`src/logic/mipsParams.svh`:
```
`ifndef MIPS_PARAMS_SVH
`define MIPS_PARAMS_SVH

`define OPCODE_MSB 31
`define OPCODE_LSB 26
`define RS_MSB 25
`define RS_LSB 21
`define RT_MSB 20
`define RT_LSB 16
`define RD_MSB 15
`define RD_LSB 11
`define FUNCT_MSB 5
`define FUNCT_LSB 0

`define REG_RA 5'd31  // jal link register

`define STAGE_DECODE 0
`define STAGE_EXECUTE 1
`define STAGE_MEMORY 2
`define STAGE_WRITEBACK 3
`define STAGE_DEFAULT `STAGE_DECODE

`define NUM_SLOTS 3  // execute, memory, writeback

`define ALUSRC1_RS 1'b0
`define ALUSRC2_RT 2'b00
`define ALUSRC2_IMM_SHAMT 2'b01
`define ALUSRC_IGNORE 3'b000
`define REGSRC_ALU 2'd0
`define REGSRC_MEM 2'd1
`define REGSRC_PC 2'd2
`define REGSRC_IGNORE 2'd0
`define REGDST_RD 2'd0
`define REGDST_RT 2'd1
`define REGDST_RA 2'd2
`define REGDST_IGNORE 2'd0
`define REGWRITE_DISABLE 2'd0
`define REGWRITE_NOCOND 2'd1
`define DMOP_WORD 2'b01
`define MEMREAD 2'b01
`define MEMWRITE 2'b10
`define DMOP_IGNORE 4'b0000
`define BRANCH_DISABLE 2'd0
`define BRANCH_COND 2'd1
`define JUMP_DISABLE 2'd0
`define JUMP_INDEX 2'd1
`define JUMP_REG 2'd2
`define EXTOP_ZERO 2'd0
`define EXTOP_SIGN 2'd1
`define EXTOP_UPPER 2'd2
`define EXTOP_IGNORE 2'd0
`define ALUOP_ADD 4'd0
`define ALUOP_SUB 4'd1
`define ALUOP_OR 4'd2
`define ALUOP_IGNORE 4'd0
`define CMPOP_EQ 3'd1
`define CMPOP_IGNORE 3'd0
`define CMPSRC_RT 1'b1
`define CMPSRC_IGNORE 1'b0

`define T_USE_IGNORE 2'd3  // operand never read
`define T_NEW_IGNORE 2'd0  // nothing pending

`endif

```
`src/logic/mipsPkg.sv`:
```
`default_nettype none

package mipsPkg;

    typedef logic [31:0] instrWord_t;
    typedef logic [5:0]  opcode_t;
    typedef logic [5:0]  funct_t;
    typedef logic [4:0]  regIndex_t;

    // cycles until use or until result, same width for both
    typedef logic [1:0]  timing_t;

    typedef struct packed {
        logic [1:0] branch;
        logic [1:0] jump;
        logic       cmpSrc;
        logic [2:0] cmpOp;
        logic [1:0] extOp;
        logic [2:0] aluSrc;    // {src2, src1}
        logic [3:0] aluOp;
        logic [3:0] dmOp;      // {width, read/write}
        logic [1:0] regSrc;
        logic [1:0] regDst;
        logic [1:0] regWrite;
        timing_t    tUseRs;
        timing_t    tUseRt;
        timing_t    tNew;
    } ctrlBundle_t;

    // what the hazard unit needs from each older stage
    typedef struct packed {
        regIndex_t dest;       // 0 when nothing is written
        timing_t   tNew;
    } slotInfo_t;

    typedef enum logic [1:0] {
        fwdNone      = 2'd0,
        fwdExecute   = 2'd1,
        fwdMemory    = 2'd2,
        fwdWriteback = 2'd3
    } fwdSel_t;

endpackage

`default_nettype wire

```
`src/logic/controlDecoder.sv`:
```
`include "mipsParams.svh"
`default_nettype none

module controlDecoder #(
    parameter int PIPELINE = `STAGE_DEFAULT
) (
    input  wire mipsPkg::instrWord_t instr,
    output mipsPkg::ctrlBundle_t     ctrl
);
    import mipsPkg::*;

    // result distance from this stage
    localparam timing_t ALU_NEW = (PIPELINE < `STAGE_MEMORY) ?
        timing_t'(`STAGE_MEMORY - PIPELINE) : `T_NEW_IGNORE;
    localparam timing_t LOAD_NEW = (PIPELINE < `STAGE_WRITEBACK) ?
        timing_t'(`STAGE_WRITEBACK - PIPELINE) : `T_NEW_IGNORE;
    localparam timing_t LINK_NEW = (PIPELINE < `STAGE_EXECUTE) ?
        timing_t'(`STAGE_EXECUTE - PIPELINE) : `T_NEW_IGNORE;

    opcode_t   opcode;
    funct_t    funct;
    regIndex_t rt;
    logic      isNop;

    assign opcode = instr[`OPCODE_MSB:`OPCODE_LSB];
    assign funct  = instr[`FUNCT_MSB:`FUNCT_LSB];
    assign rt     = instr[`RT_MSB:`RT_LSB];
    assign isNop  = (opcode == '0) && (funct == '0) && (rt == '0);

    always_comb begin
        // idle bundle, each opcode overrides what it needs
        ctrl.branch   = `BRANCH_DISABLE;
        ctrl.jump     = `JUMP_DISABLE;
        ctrl.cmpSrc   = `CMPSRC_IGNORE;
        ctrl.cmpOp    = `CMPOP_IGNORE;
        ctrl.extOp    = `EXTOP_IGNORE;
        ctrl.aluSrc   = `ALUSRC_IGNORE;
        ctrl.aluOp    = `ALUOP_IGNORE;
        ctrl.dmOp     = `DMOP_IGNORE;
        ctrl.regSrc   = `REGSRC_IGNORE;
        ctrl.regDst   = `REGDST_IGNORE;
        ctrl.regWrite = `REGWRITE_DISABLE;
        ctrl.tUseRs   = `T_USE_IGNORE;
        ctrl.tUseRt   = `T_USE_IGNORE;
        ctrl.tNew     = `T_NEW_IGNORE;
        if (!isNop) begin
            case (opcode)
                6'b000000: begin
                    case (funct)
                        6'b100000: begin  // add
                            ctrl.aluSrc   = {`ALUSRC2_RT, `ALUSRC1_RS};
                            ctrl.aluOp    = `ALUOP_ADD;
                            ctrl.regSrc   = `REGSRC_ALU;
                            ctrl.regDst   = `REGDST_RD;
                            ctrl.regWrite = `REGWRITE_NOCOND;
                            ctrl.tUseRs   = 2'd1;
                            ctrl.tUseRt   = 2'd1;
                            ctrl.tNew     = ALU_NEW;
                        end
                        6'b100010: begin  // sub
                            ctrl.aluSrc   = {`ALUSRC2_RT, `ALUSRC1_RS};
                            ctrl.aluOp    = `ALUOP_SUB;
                            ctrl.regSrc   = `REGSRC_ALU;
                            ctrl.regDst   = `REGDST_RD;
                            ctrl.regWrite = `REGWRITE_NOCOND;
                            ctrl.tUseRs   = 2'd1;
                            ctrl.tUseRt   = 2'd1;
                            ctrl.tNew     = ALU_NEW;
                        end
                        6'b001000: ctrl.jump = `JUMP_REG;  // jr
                        default: ;
                    endcase
                end
                6'b001101: begin  // ori
                    ctrl.aluSrc   = {`ALUSRC2_IMM_SHAMT, `ALUSRC1_RS};
                    ctrl.extOp    = `EXTOP_ZERO;
                    ctrl.aluOp    = `ALUOP_OR;
                    ctrl.regSrc   = `REGSRC_ALU;
                    ctrl.regDst   = `REGDST_RT;
                    ctrl.regWrite = `REGWRITE_NOCOND;
                    ctrl.tUseRs   = 2'd1;
                    ctrl.tNew     = ALU_NEW;
                end
                6'b001111: begin  // lui
                    ctrl.aluSrc   = {`ALUSRC2_IMM_SHAMT, `ALUSRC1_RS};
                    ctrl.extOp    = `EXTOP_UPPER;
                    ctrl.aluOp    = `ALUOP_OR;
                    ctrl.regSrc   = `REGSRC_ALU;
                    ctrl.regDst   = `REGDST_RT;
                    ctrl.regWrite = `REGWRITE_NOCOND;
                    ctrl.tUseRs   = 2'd1;
                    ctrl.tNew     = ALU_NEW;
                end
                6'b100011: begin  // lw
                    ctrl.aluSrc   = {`ALUSRC2_IMM_SHAMT, `ALUSRC1_RS};
                    ctrl.extOp    = `EXTOP_SIGN;
                    ctrl.aluOp    = `ALUOP_ADD;
                    ctrl.dmOp     = {`DMOP_WORD, `MEMREAD};
                    ctrl.regSrc   = `REGSRC_MEM;
                    ctrl.regDst   = `REGDST_RT;
                    ctrl.regWrite = `REGWRITE_NOCOND;
                    ctrl.tUseRs   = 2'd1;
                    ctrl.tNew     = LOAD_NEW;
                end
                6'b101011: begin  // sw, store data needed one stage later
                    ctrl.aluSrc   = {`ALUSRC2_IMM_SHAMT, `ALUSRC1_RS};
                    ctrl.extOp    = `EXTOP_SIGN;
                    ctrl.aluOp    = `ALUOP_ADD;
                    ctrl.dmOp     = {`DMOP_WORD, `MEMWRITE};
                    ctrl.tUseRs   = 2'd1;
                    ctrl.tUseRt   = 2'd2;
                end
                6'b000100: begin  // beq
                    ctrl.aluSrc   = {`ALUSRC2_RT, `ALUSRC1_RS};
                    ctrl.branch   = `BRANCH_COND;
                    ctrl.cmpOp    = `CMPOP_EQ;
                    ctrl.cmpSrc   = `CMPSRC_RT;
                end
                6'b000011: begin  // jal
                    ctrl.jump     = `JUMP_INDEX;
                    ctrl.regSrc   = `REGSRC_PC;
                    ctrl.regDst   = `REGDST_RA;
                    ctrl.regWrite = `REGWRITE_NOCOND;
                    ctrl.tNew     = LINK_NEW;
                end
                default: ;  // unknown stays idle
            endcase
        end
    end

endmodule

`default_nettype wire

```
`src/logic/hazardPipeTop.sv`:
```
`include "mipsParams.svh"
`default_nettype none

module hazardPipeTop (
    input  wire logic                clk,
    input  wire logic                reset,
    input  wire mipsPkg::instrWord_t fetchInstr,
    output logic                     stall,
    output mipsPkg::fwdSel_t         fwdRs,
    output mipsPkg::fwdSel_t         fwdRt,
    output mipsPkg::instrWord_t      retireInstr
);
    import mipsPkg::*;

    regIndex_t decodeRs;
    regIndex_t decodeRt;
    timing_t   decodeUseRs;
    timing_t   decodeUseRt;

    wire instrWord_t [`NUM_SLOTS:0]   stageInstr;  // [0] is decode
    wire slotInfo_t  [`NUM_SLOTS-1:0] slotView;

    issueStage issueStage_inst (
        .clk,
        .reset,
        .fetchInstr,
        .stall,
        .decodeInstr(stageInstr[0]),
        .decodeRs,
        .decodeRt,
        .decodeUseRs,
        .decodeUseRt
    );

    for (genvar g = 0; g < `NUM_SLOTS; g++) begin : slotGen
        stageSlot #(
            .STAGE(`STAGE_EXECUTE + g)
        ) stageSlot_inst (
            .clk,
            .reset,
            .stall,
            .prevInstr(stageInstr[g]),
            .instr    (stageInstr[g+1]),
            .info     (slotView[g])
        );
    end

    hazardUnit hazardUnit_inst (
        .decodeRs,
        .decodeRt,
        .decodeUseRs,
        .decodeUseRt,
        .slotView,
        .stall,
        .fwdRs,
        .fwdRt
    );

    assign retireInstr = stageInstr[`NUM_SLOTS];

endmodule

`default_nettype wire

```
`src/logic/hazardUnit.sv`:
```
`include "mipsParams.svh"
`default_nettype none

module hazardUnit (
    input  wire mipsPkg::regIndex_t                  decodeRs,
    input  wire mipsPkg::regIndex_t                  decodeRt,
    input  wire mipsPkg::timing_t                    decodeUseRs,
    input  wire mipsPkg::timing_t                    decodeUseRt,
    input  wire mipsPkg::slotInfo_t [`NUM_SLOTS-1:0] slotView,
    output logic                                     stall,
    output mipsPkg::fwdSel_t                         fwdRs,
    output mipsPkg::fwdSel_t                         fwdRt
);
    import mipsPkg::*;

    logic stallRs;
    logic stallRt;

    // youngest matching slot wins, index 0 is execute
    function automatic fwdSel_t pickSource(
        input  regIndex_t                  idx,
        input  timing_t                    useTime,
        input  slotInfo_t [`NUM_SLOTS-1:0] view,
        output logic                       needStall
    );
        logic    hit;
        fwdSel_t sel;
        hit       = 1'b0;
        sel       = fwdNone;
        needStall = 1'b0;
        if (idx != '0 && useTime != `T_USE_IGNORE) begin
            for (int i = 0; i < `NUM_SLOTS; i++) begin
                if (!hit && view[i].dest == idx) begin
                    hit       = 1'b1;
                    needStall = view[i].tNew > useTime;
                    if (view[i].tNew == `T_NEW_IGNORE) begin
                        sel = fwdSel_t'(i + 1);  // value already computed
                    end
                end
            end
        end
        return sel;
    endfunction

    always_comb begin
        fwdRs = pickSource(decodeRs, decodeUseRs, slotView, stallRs);
        fwdRt = pickSource(decodeRt, decodeUseRt, slotView, stallRt);
    end

    assign stall = stallRs | stallRt;

    // decode reads nothing, so nothing can hold it
    always_comb begin
        noIdleStall: assert final (
            !(stall && decodeUseRs == `T_USE_IGNORE && decodeUseRt == `T_USE_IGNORE)
        ) else $error("stall raised with no operand in use");
    end

endmodule

`default_nettype wire

```
`src/logic/issueStage.sv`:
```
`include "mipsParams.svh"
`default_nettype none

module issueStage (
    input  wire logic                clk,
    input  wire logic                reset,
    input  wire mipsPkg::instrWord_t fetchInstr,
    input  wire logic                stall,
    output mipsPkg::instrWord_t      decodeInstr,
    output mipsPkg::regIndex_t       decodeRs,
    output mipsPkg::regIndex_t       decodeRt,
    output mipsPkg::timing_t         decodeUseRs,
    output mipsPkg::timing_t         decodeUseRt
);
    import mipsPkg::*;

    ctrlBundle_t decodeCtrl;

    always_ff @(posedge clk) begin
        if (reset) begin
            decodeInstr <= '0;  // nop
        end else if (!stall) begin
            decodeInstr <= fetchInstr;
        end
    end

    controlDecoder #(
        .PIPELINE(`STAGE_DECODE)
    ) controlDecoder_inst (
        .instr(decodeInstr),
        .ctrl (decodeCtrl)
    );

    assign decodeRs    = decodeInstr[`RS_MSB:`RS_LSB];
    assign decodeRt    = decodeInstr[`RT_MSB:`RT_LSB];
    assign decodeUseRs = decodeCtrl.tUseRs;
    assign decodeUseRt = decodeCtrl.tUseRt;

    // a stalled instruction must still be here next cycle
    holdOnStall: assert property (
        @(posedge clk) disable iff (reset) stall |=> $stable(decodeInstr)
    ) else $error("decode instruction changed under stall");

endmodule

`default_nettype wire

```
`src/logic/stageSlot.sv`:
```
`include "mipsParams.svh"
`default_nettype none

module stageSlot #(
    parameter int STAGE = `STAGE_EXECUTE
) (
    input  wire logic                clk,
    input  wire logic                reset,
    input  wire logic                stall,
    input  wire mipsPkg::instrWord_t prevInstr,
    output mipsPkg::instrWord_t      instr,
    output mipsPkg::slotInfo_t       info
);
    import mipsPkg::*;

    ctrlBundle_t slotCtrl;

    always_ff @(posedge clk) begin
        if (reset) begin
            instr <= '0;
        end else if (STAGE == `STAGE_EXECUTE && stall) begin
            instr <= '0;  // bubble behind the held decode
        end else begin
            instr <= prevInstr;
        end
    end

    // re-decode to learn the remaining distance
    controlDecoder #(
        .PIPELINE(STAGE)
    ) controlDecoder_inst (
        .instr(instr),
        .ctrl (slotCtrl)
    );

    always_comb begin
        case (slotCtrl.regDst)
            `REGDST_RD: info.dest = instr[`RD_MSB:`RD_LSB];
            `REGDST_RT: info.dest = instr[`RT_MSB:`RT_LSB];
            `REGDST_RA: info.dest = `REG_RA;
            default:    info.dest = '0;
        endcase
        if (slotCtrl.regWrite == `REGWRITE_DISABLE) begin
            info.dest = '0;  // stores and branches never match
        end
        info.tNew = slotCtrl.tNew;
    end

    destNeedsWrite: assert property (
        @(posedge clk) disable iff (reset)
        (info.dest != '0) |-> (slotCtrl.regWrite != `REGWRITE_DISABLE)
    ) else $error("slot %0d exposes a destination without a write", STAGE);

endmodule

`default_nettype wire
```
`config.mk`:
```
export PLATFORM = sky130hd
export DESIGN_NAME = hazardPipeTop
export DESIGN_NICKNAME = d
export VERILOG_FILES = /design/src/logic/mipsPkg.sv /design/src/logic/controlDecoder.sv /design/src/logic/hazardPipeTop.sv /design/src/logic/hazardUnit.sv /design/src/logic/issueStage.sv /design/src/logic/stageSlot.sv
export VERILOG_INCLUDE_DIRS = /design/src /design/src/logic
export SDC_FILE = /design/constraint.sdc
export NUM_CORES = 1
export LEC_CHECK = 0
export BUFFER_PORTS_ARGS = -buffer_cell sky130_fd_sc_hd__buf_2
export CORE_AREA = 2 2 98 100
export DETAILED_ROUTE_END_ITERATION = 16
export DIE_AREA = 0 0 100 102
export GPL_TIMING_DRIVEN = 0
export PLACE_DENSITY = 0.78
export SLEW_MARGIN = 20
export SYNTH_ARGS = -nofsm -noshare
export SYNTH_HDL_FRONTEND = slang
export SYNTH_SLANG_ARGS = --single-unit
```
`constraint.sdc`:
```
create_clock -name clk -period 3.2 [get_ports clk]
set_input_delay 0.32 -clock clk [delete_from_list [all_inputs] [get_ports clk]]
set_output_delay 0.32 -clock clk [all_outputs]
set_load 0.005 [all_outputs]
```
* Word-level counts from Yosys, hierarchy flattened *
Index checks and enable logic that the tools add are counted.

storage, ports and cells
  register bits = 128
  output and inout bits = 37
  logic and storage cells = 165

operators by class
  magnitude comparators = 6
  eq/ne operators = 42
  mux-type cells = 58
  bitwise operators = 1
  reduce and logical (&&, ||, !) cells = 54

operator list
  cell                  count
  $eq A6 B6 Y1 const B  16
  $eq A6 B4 Y1 const B  8
  $logic_not A6 Y1      8
  $pmux W4 S4           3
  $pmux W5 S3           3
  $pmux W2 S2           9
  $eq A5 B5 Y1          6
  $mux W10              3
  $mux W7               4
  $mux W2               13
  $eq A6 B2 Y1 const B  4
  $logic_not A5 Y1      4
  $logic_not A2 Y1      9
  $reduce_or A2 Y1      9
  $mux W1               17
  $reduce_or A4 Y1      4
  $mux W5               3
  $logic_and A1 B1 Y1   14
  $gt A2 B2 Y1          6
  $reduce_bool A5 Y1    2
  $pmux W2 S4           1
  $eq A2 B1 Y1 const B  3
  $eq A2 B2 Y1 const B  3
  $mux W6               1
  other kinds (4)       8

* Longest topological paths before layout *
  word-level depth = 21
  mapped depth = 14

* Hierarchy *
Synthesis repeated with hierarchy kept, for this count alone.

unflattened totals
  cells, all modules = 670
  area total of the unflattened synthesis = 6296.0 um^2

modules (own cells, without submodules)
  module                                                           times used  cells each  area each (um^2)
  stageSlot at slotGen[1].stageSlot_inst ...                       2           85          1007.2
  issueStage                                                       1           113         1238.7
  stageSlot at slotGen[0].stageSlot_inst                           1           86          1013.5
  hazardUnit                                                       1           107         752.0
  controlDecoder at slotGen[2].stageSlot_inst.controlDecoder_inst  1           51          329.1
  controlDecoder at slotGen[1].stageSlot_inst.controlDecoder_inst  1           48          326.6
  controlDecoder at issueStage_inst.controlDecoder_inst            1           49          324.1
  controlDecoder at slotGen[0].stageSlot_inst.controlDecoder_inst  1           46          297.8

* Worst setup path after synthesis *
No wires, ideal clock.

  path type = reg-to-output
  start point = register slotGen[1].stageSlot_inst.instr[29]
  end point = output port fwdRt[1]
  arrival time = 2.470 ns
  data required time = 2.880 ns
  setup slack = 0.410 ns
  stages on the path, launching flop included = 10
  buffers on the path = 0
  cell sequence = dfxtp_1 -> nor3b_2 -> o21ai_0 -> a221oi_1 -> o22ai_1 -> a221o_1 -> and3b_1 -> nor4_1 -> a21oi_1 -> nor3_1

between the ends
  word-level cells in the longest chain between the ends = 15

ends and longest elaborated chain
  what                                                                             RTL line                                    text
  start, declared                                                                  stageSlot.sv:11                             output mipsPkg::instrWord_t instr,
  start signal, assigned                                                           stageSlot.sv:24                             instr <= prevInstr;
  $eq A6 B4 Y1, or another cell as far along                                       --
  $reduce_or A2 Y1 (no source line) / $logic_and A1 B1 Y1 (equally long branches)  --
  $pmux W4 S4 / $logic_and A1 B1 Y1 (equally long branches)                        controlDecoder.sv:47, controlDecoder.sv:28
  $mux W10 *                                                                       controlDecoder.sv:46                        if (!isNop) begin
  $eq A2 B2 Y1, or another cell as far along                                       stageSlot.sv:37                             case (slotCtrl.regDst)
  $pmux W5 S3                                                                      stageSlot.sv:37
  $mux W5                                                                          stageSlot.sv:43                             if (slotCtrl.regWrite == `REGWRITE_DISABLE) begin
  $eq A5 B5 Y1                                                                     hazardUnit.sv:33                            if (!hit && view[i].dest == idx) begin
  $logic_and A1 B1 Y1                                                              hazardUnit.sv:33
  $mux W1                                                                          hazardUnit.sv:33
  $mux W1                                                                          hazardUnit.sv:31                            if (idx != '0 && useTime != `T_USE_IGNORE) begin
  $logic_not A1 Y1                                                                 hazardUnit.sv:33
  $logic_and A1 B1 Y1                                                              hazardUnit.sv:33
  $mux W2 *                                                                        hazardUnit.sv:33
  $mux W2 *                                                                        hazardUnit.sv:31
  end, declared                                                                    hazardPipeTop.sv:10                         output mipsPkg::fwdSel_t fwdRt,

Every way passes the cells marked *; elsewhere a longest branch is shown, timed or not. The select of a mux whose other input is x is not followed.

* Final worst setup path *
Ends and elaborated chain as after synthesis.

==> impl_metrics.yaml <==
synth:
  syn-instance-count: 510
  yosysTopAreaCell: "dfxtp_1"
  yosysSeqAreaShare: 0.4983
  ys_warn_count: 0
  synthArstFlopShare: 0
  synth_most_common_cell: "dfxtp_1"
  syn-cell-area_mm2: 0.005142
  synth_edf_count: 0
  ys_ff_latch: 128
  synth_commonest_cells: "dfxtp_1 (128), nor2b_1 (68), nor2_1 (50)"
  synth_fp_nets: 548
  syn_avg_cell_area_um2: 10.08
  synth.area.top_cells: "dfxtp_1 (50%), nor2b_1 (8.3%), mux2i_1 (6.8%)"
  synth_ff_type: "dfxtp_1"
  synth_top_area_share: 0.4983
  yosysUniqueCellTypes: 61
grt:
  grt_max_degree: 17
  grt_overflow_total: 0
  track_usage: 0.2628
  antenna_found_initial: 0
  grt_pass1_wl_um: 20630
  grt_pass1_vias: 4192
place:
  numPortBuffers: 69
  postPlaceCellArea_mm2: 0.005627
  dp_hpwl_um: 8458
  gp_congestion: 0.9026
drt:
  drt-wirelength-per-cell_um: 17.49
  first_iter_violations: 267
  vias: 4235
  routed_via_density: 5.669
  routed_wl_um: 13070
  drtAntennaViolNets: 0
  drc: 0
  first_pass_iters: 5
setup_path:
  start_kind: "register"
  crit_type: "register to output pin"
  cp.required_ns: 2.88
  arrival_ns: 3.14
  worst_r2r_endpoint: "issueStage_inst.decodeInstr[15]"
  crit_fanout: 7
  crit_path_start: "slotGen[1].stageSlot_inst.instr[29]"
  reg2reg_depth: 13
  end_kind: "output pin"
  rrSetupSlack_ns: 0.02
  r2r-start: "slotGen[1].stageSlot_inst.instr[29]"
  critPathCapture: "fwdRt[1]"
clock_tree:
  cts-root-buf: "clkbuf_8"
  cts_sinks: 128
  clk_latency_ns: 0.53
  ctsLongestPathBuffers: 2
  cts_max_level: 4
  numCtsBuffers: 17
  cts_tree: "yes"
  path_clk_slew_ns: 0.06
finish:
  nets: 661
  num_antenna_cells: 0
  final_cell_area_mm2: 0.006713
  drive_gt1_frac: 0.2940
  area_growth_pct: 30.54
  nFillCells: 665
  final_core_util: 0.7370
timing:
  fin_setup_tns_ns: -1.219
  rsz0062_at_grt: "true"
  hold_viol: 0
  fin_ws_ns: -0.2645
  max_slew.worst_pin.slew_ns: 0.6176
  finalMaxSlewViolations: 0
  clock.fmax_mhz: 288.6
  finClkSkew_ns: 0.007697
  fin_crit_ns: 3.465
  slew_headroom: 0.5882
  period_share: 1.083
  finalSetupViolCount: 5
die:
  fp.dieW_um: 100
  die_h_um: 102
  io_pins: 71
  rows: 35
  core_area_mm2: 0.009109
  floorplan.initialDensity: 0.5646
  design.die.area_mm2: 0.01020
power:
  vdd_drop_max_mv: 0.3990
  power.density_mw_per_mm2: 572.5
  leakagePower_nw: 2.712
run_status:
  outcome: "finished with violations"
  violations: "setup timing"
worst_hold_path:
  min-delay-path-class: "primary input to register"
job:
  cap_violations: 0
-- through the flow --
| step | hold WS, ns | worst slack, ns | cells | power, mW |
|---|---|---|---|---|
| after floorplan | 0.4138 | 0.4096 | 510 | 1.852 |
| after global routing | 0.03355 | -0.4182 | 747 | 3.966 |
| after global placement | 0.4155 | -0.1362 | 690 | 1.919 |
| final | 0.02471 | -0.2645 | 747 | 3.843 |
| after CTS | 0.01568 | -0.1903 | 740 | 3.840 |
| after detailed placement | 0.4212 | -0.1326 | 690 | 1.929 |
-- worst min path at each step --
stage,end,startpoint,cells past startpoint
3_5_place_dp,slotGen[2].stageSlot_inst.instr[9],slotGen[1].stageSlot_inst.instr[9],1
3_3_place_gp,slotGen[2].stageSlot_inst.instr[24],slotGen[1].stageSlot_inst.instr[24],1
4_1_cts,issueStage_inst.decodeInstr[7],fetchInstr[7],3
5_1_grt,issueStage_inst.decodeInstr[5],fetchInstr[5],3
6_report,issueStage_inst.decodeInstr[7],fetchInstr[7],3
2_1_floorplan,slotGen[1].stageSlot_inst.instr[10],slotGen[0].stageSlot_inst.instr[10],1
-- critical path, stage by stage (launching register included) --
cell and delay [ns]:
dfxtp_4 0.37, or3b_4 0.43, a21oi_4 0.31, buf_4 0.19
nor2_4 0.06, or4_1 0.42, o221ai_2 0.17, and3b_2 0.26
a21oi_1 0.08, nor3_1 0.17, buf_2 0.15
-- routing by layer --
layer / wire length (um) / up-vias / global-route usage / part of all wire
met4: 342 / 0 / 0.1128 / 0.026
met3: 758 / 40 / 0.06498 / 0.058
li1: - / 2002 / - / -
met5: 0 / - / 0 / 0
met2: 6537 / 163 / 0.4553 / 0.50
met1: 5430 / 2030 / 0.3128 / 0.42
-- power by group --
part | internal (mW) | leakage (nW) | switching (mW)
Combinational | 0.114 | 1.37 | 0.136
Clock | 1.16 | 0.292 | 0.743
Sequential | 1.65 | 1.05 | 0.0367
Total | 2.93 | 2.71 | 0.916
-- kinds of logic after synthesis --
kind of cell | count (synthesis) | synth area share
AO/OA/AOI/OAI | 64 | 0.09514
multiplexers | 35 | 0.06813
flip-flops | 128 | 0.4983
adder cells (fa/ha/maj) | 4 | 0.009733
AND/OR/NAND/NOR | 222 | 0.2530
XOR/XNOR | 22 | 0.03747
buffers and inverters | 35 | 0.03820
-- final cells by class --
cell class / instances / area, um2 / area share
Inverter: 6 / 22.52 / 0.003355
Timing Repair Buffer: 94 / 560.5 / 0.08350
Sequential cell: 128 / 2577 / 0.3840
Tap cell: 111 / 138.9 / 0.02069
Multi-Input combinational cell: 347 / 2641 / 0.3935
Clock buffer: 19 / 441.7 / 0.06580
Buffer: 29 / 180.2 / 0.02684
Clock inverter: 13 / 150.1 / 0.02237
-- placed cells by master (no fill, tap or decap), drive strengths merged, types with 2 or more instances in the layout --
master / count
a221oi: 2
nand3: 7
nand3b: 3
and3b: 3
nor2b: 68
nand4bb: 2
bufinv: 2
nand2b: 3
a22oi: 2
clkinv: 5
a21oi: 9
mux2i: 35
nor3b: 2
a221o: 9
inv: 11
o221ai: 2
o21a: 3
nand2: 6
and2: 31
clkbuf: 35
o22ai: 4
nor2: 50
xnor2: 14
ha: 4
xor2: 8
nor3: 12
or4: 3
and3: 7
nor4: 6
or3b: 4
buf: 106
o2bb2ai: 3
a2bb2oi: 4
o21ai: 12
or2: 2
dfxtp: 128
nor4b: 7
a31oi: 4
nand4: 2
-- registers in the layout, indices dropped and copies added (netlist names) --
name and count:
slotGen.stageSlot_inst.instr 96, issueStage_inst.decodeInstr 32
-- timing repair --
action / 4_1_cts / 5_1_grt
buffers inserted: 17 / 7
setup endpoints to repair: 5 / 61
pin swaps: 15 / 14
resized for setup: 43 / 28
hold endpoints to repair: 1 / 0
hold buffers: 1 / 0
Power figures use the tool's default switching activity.
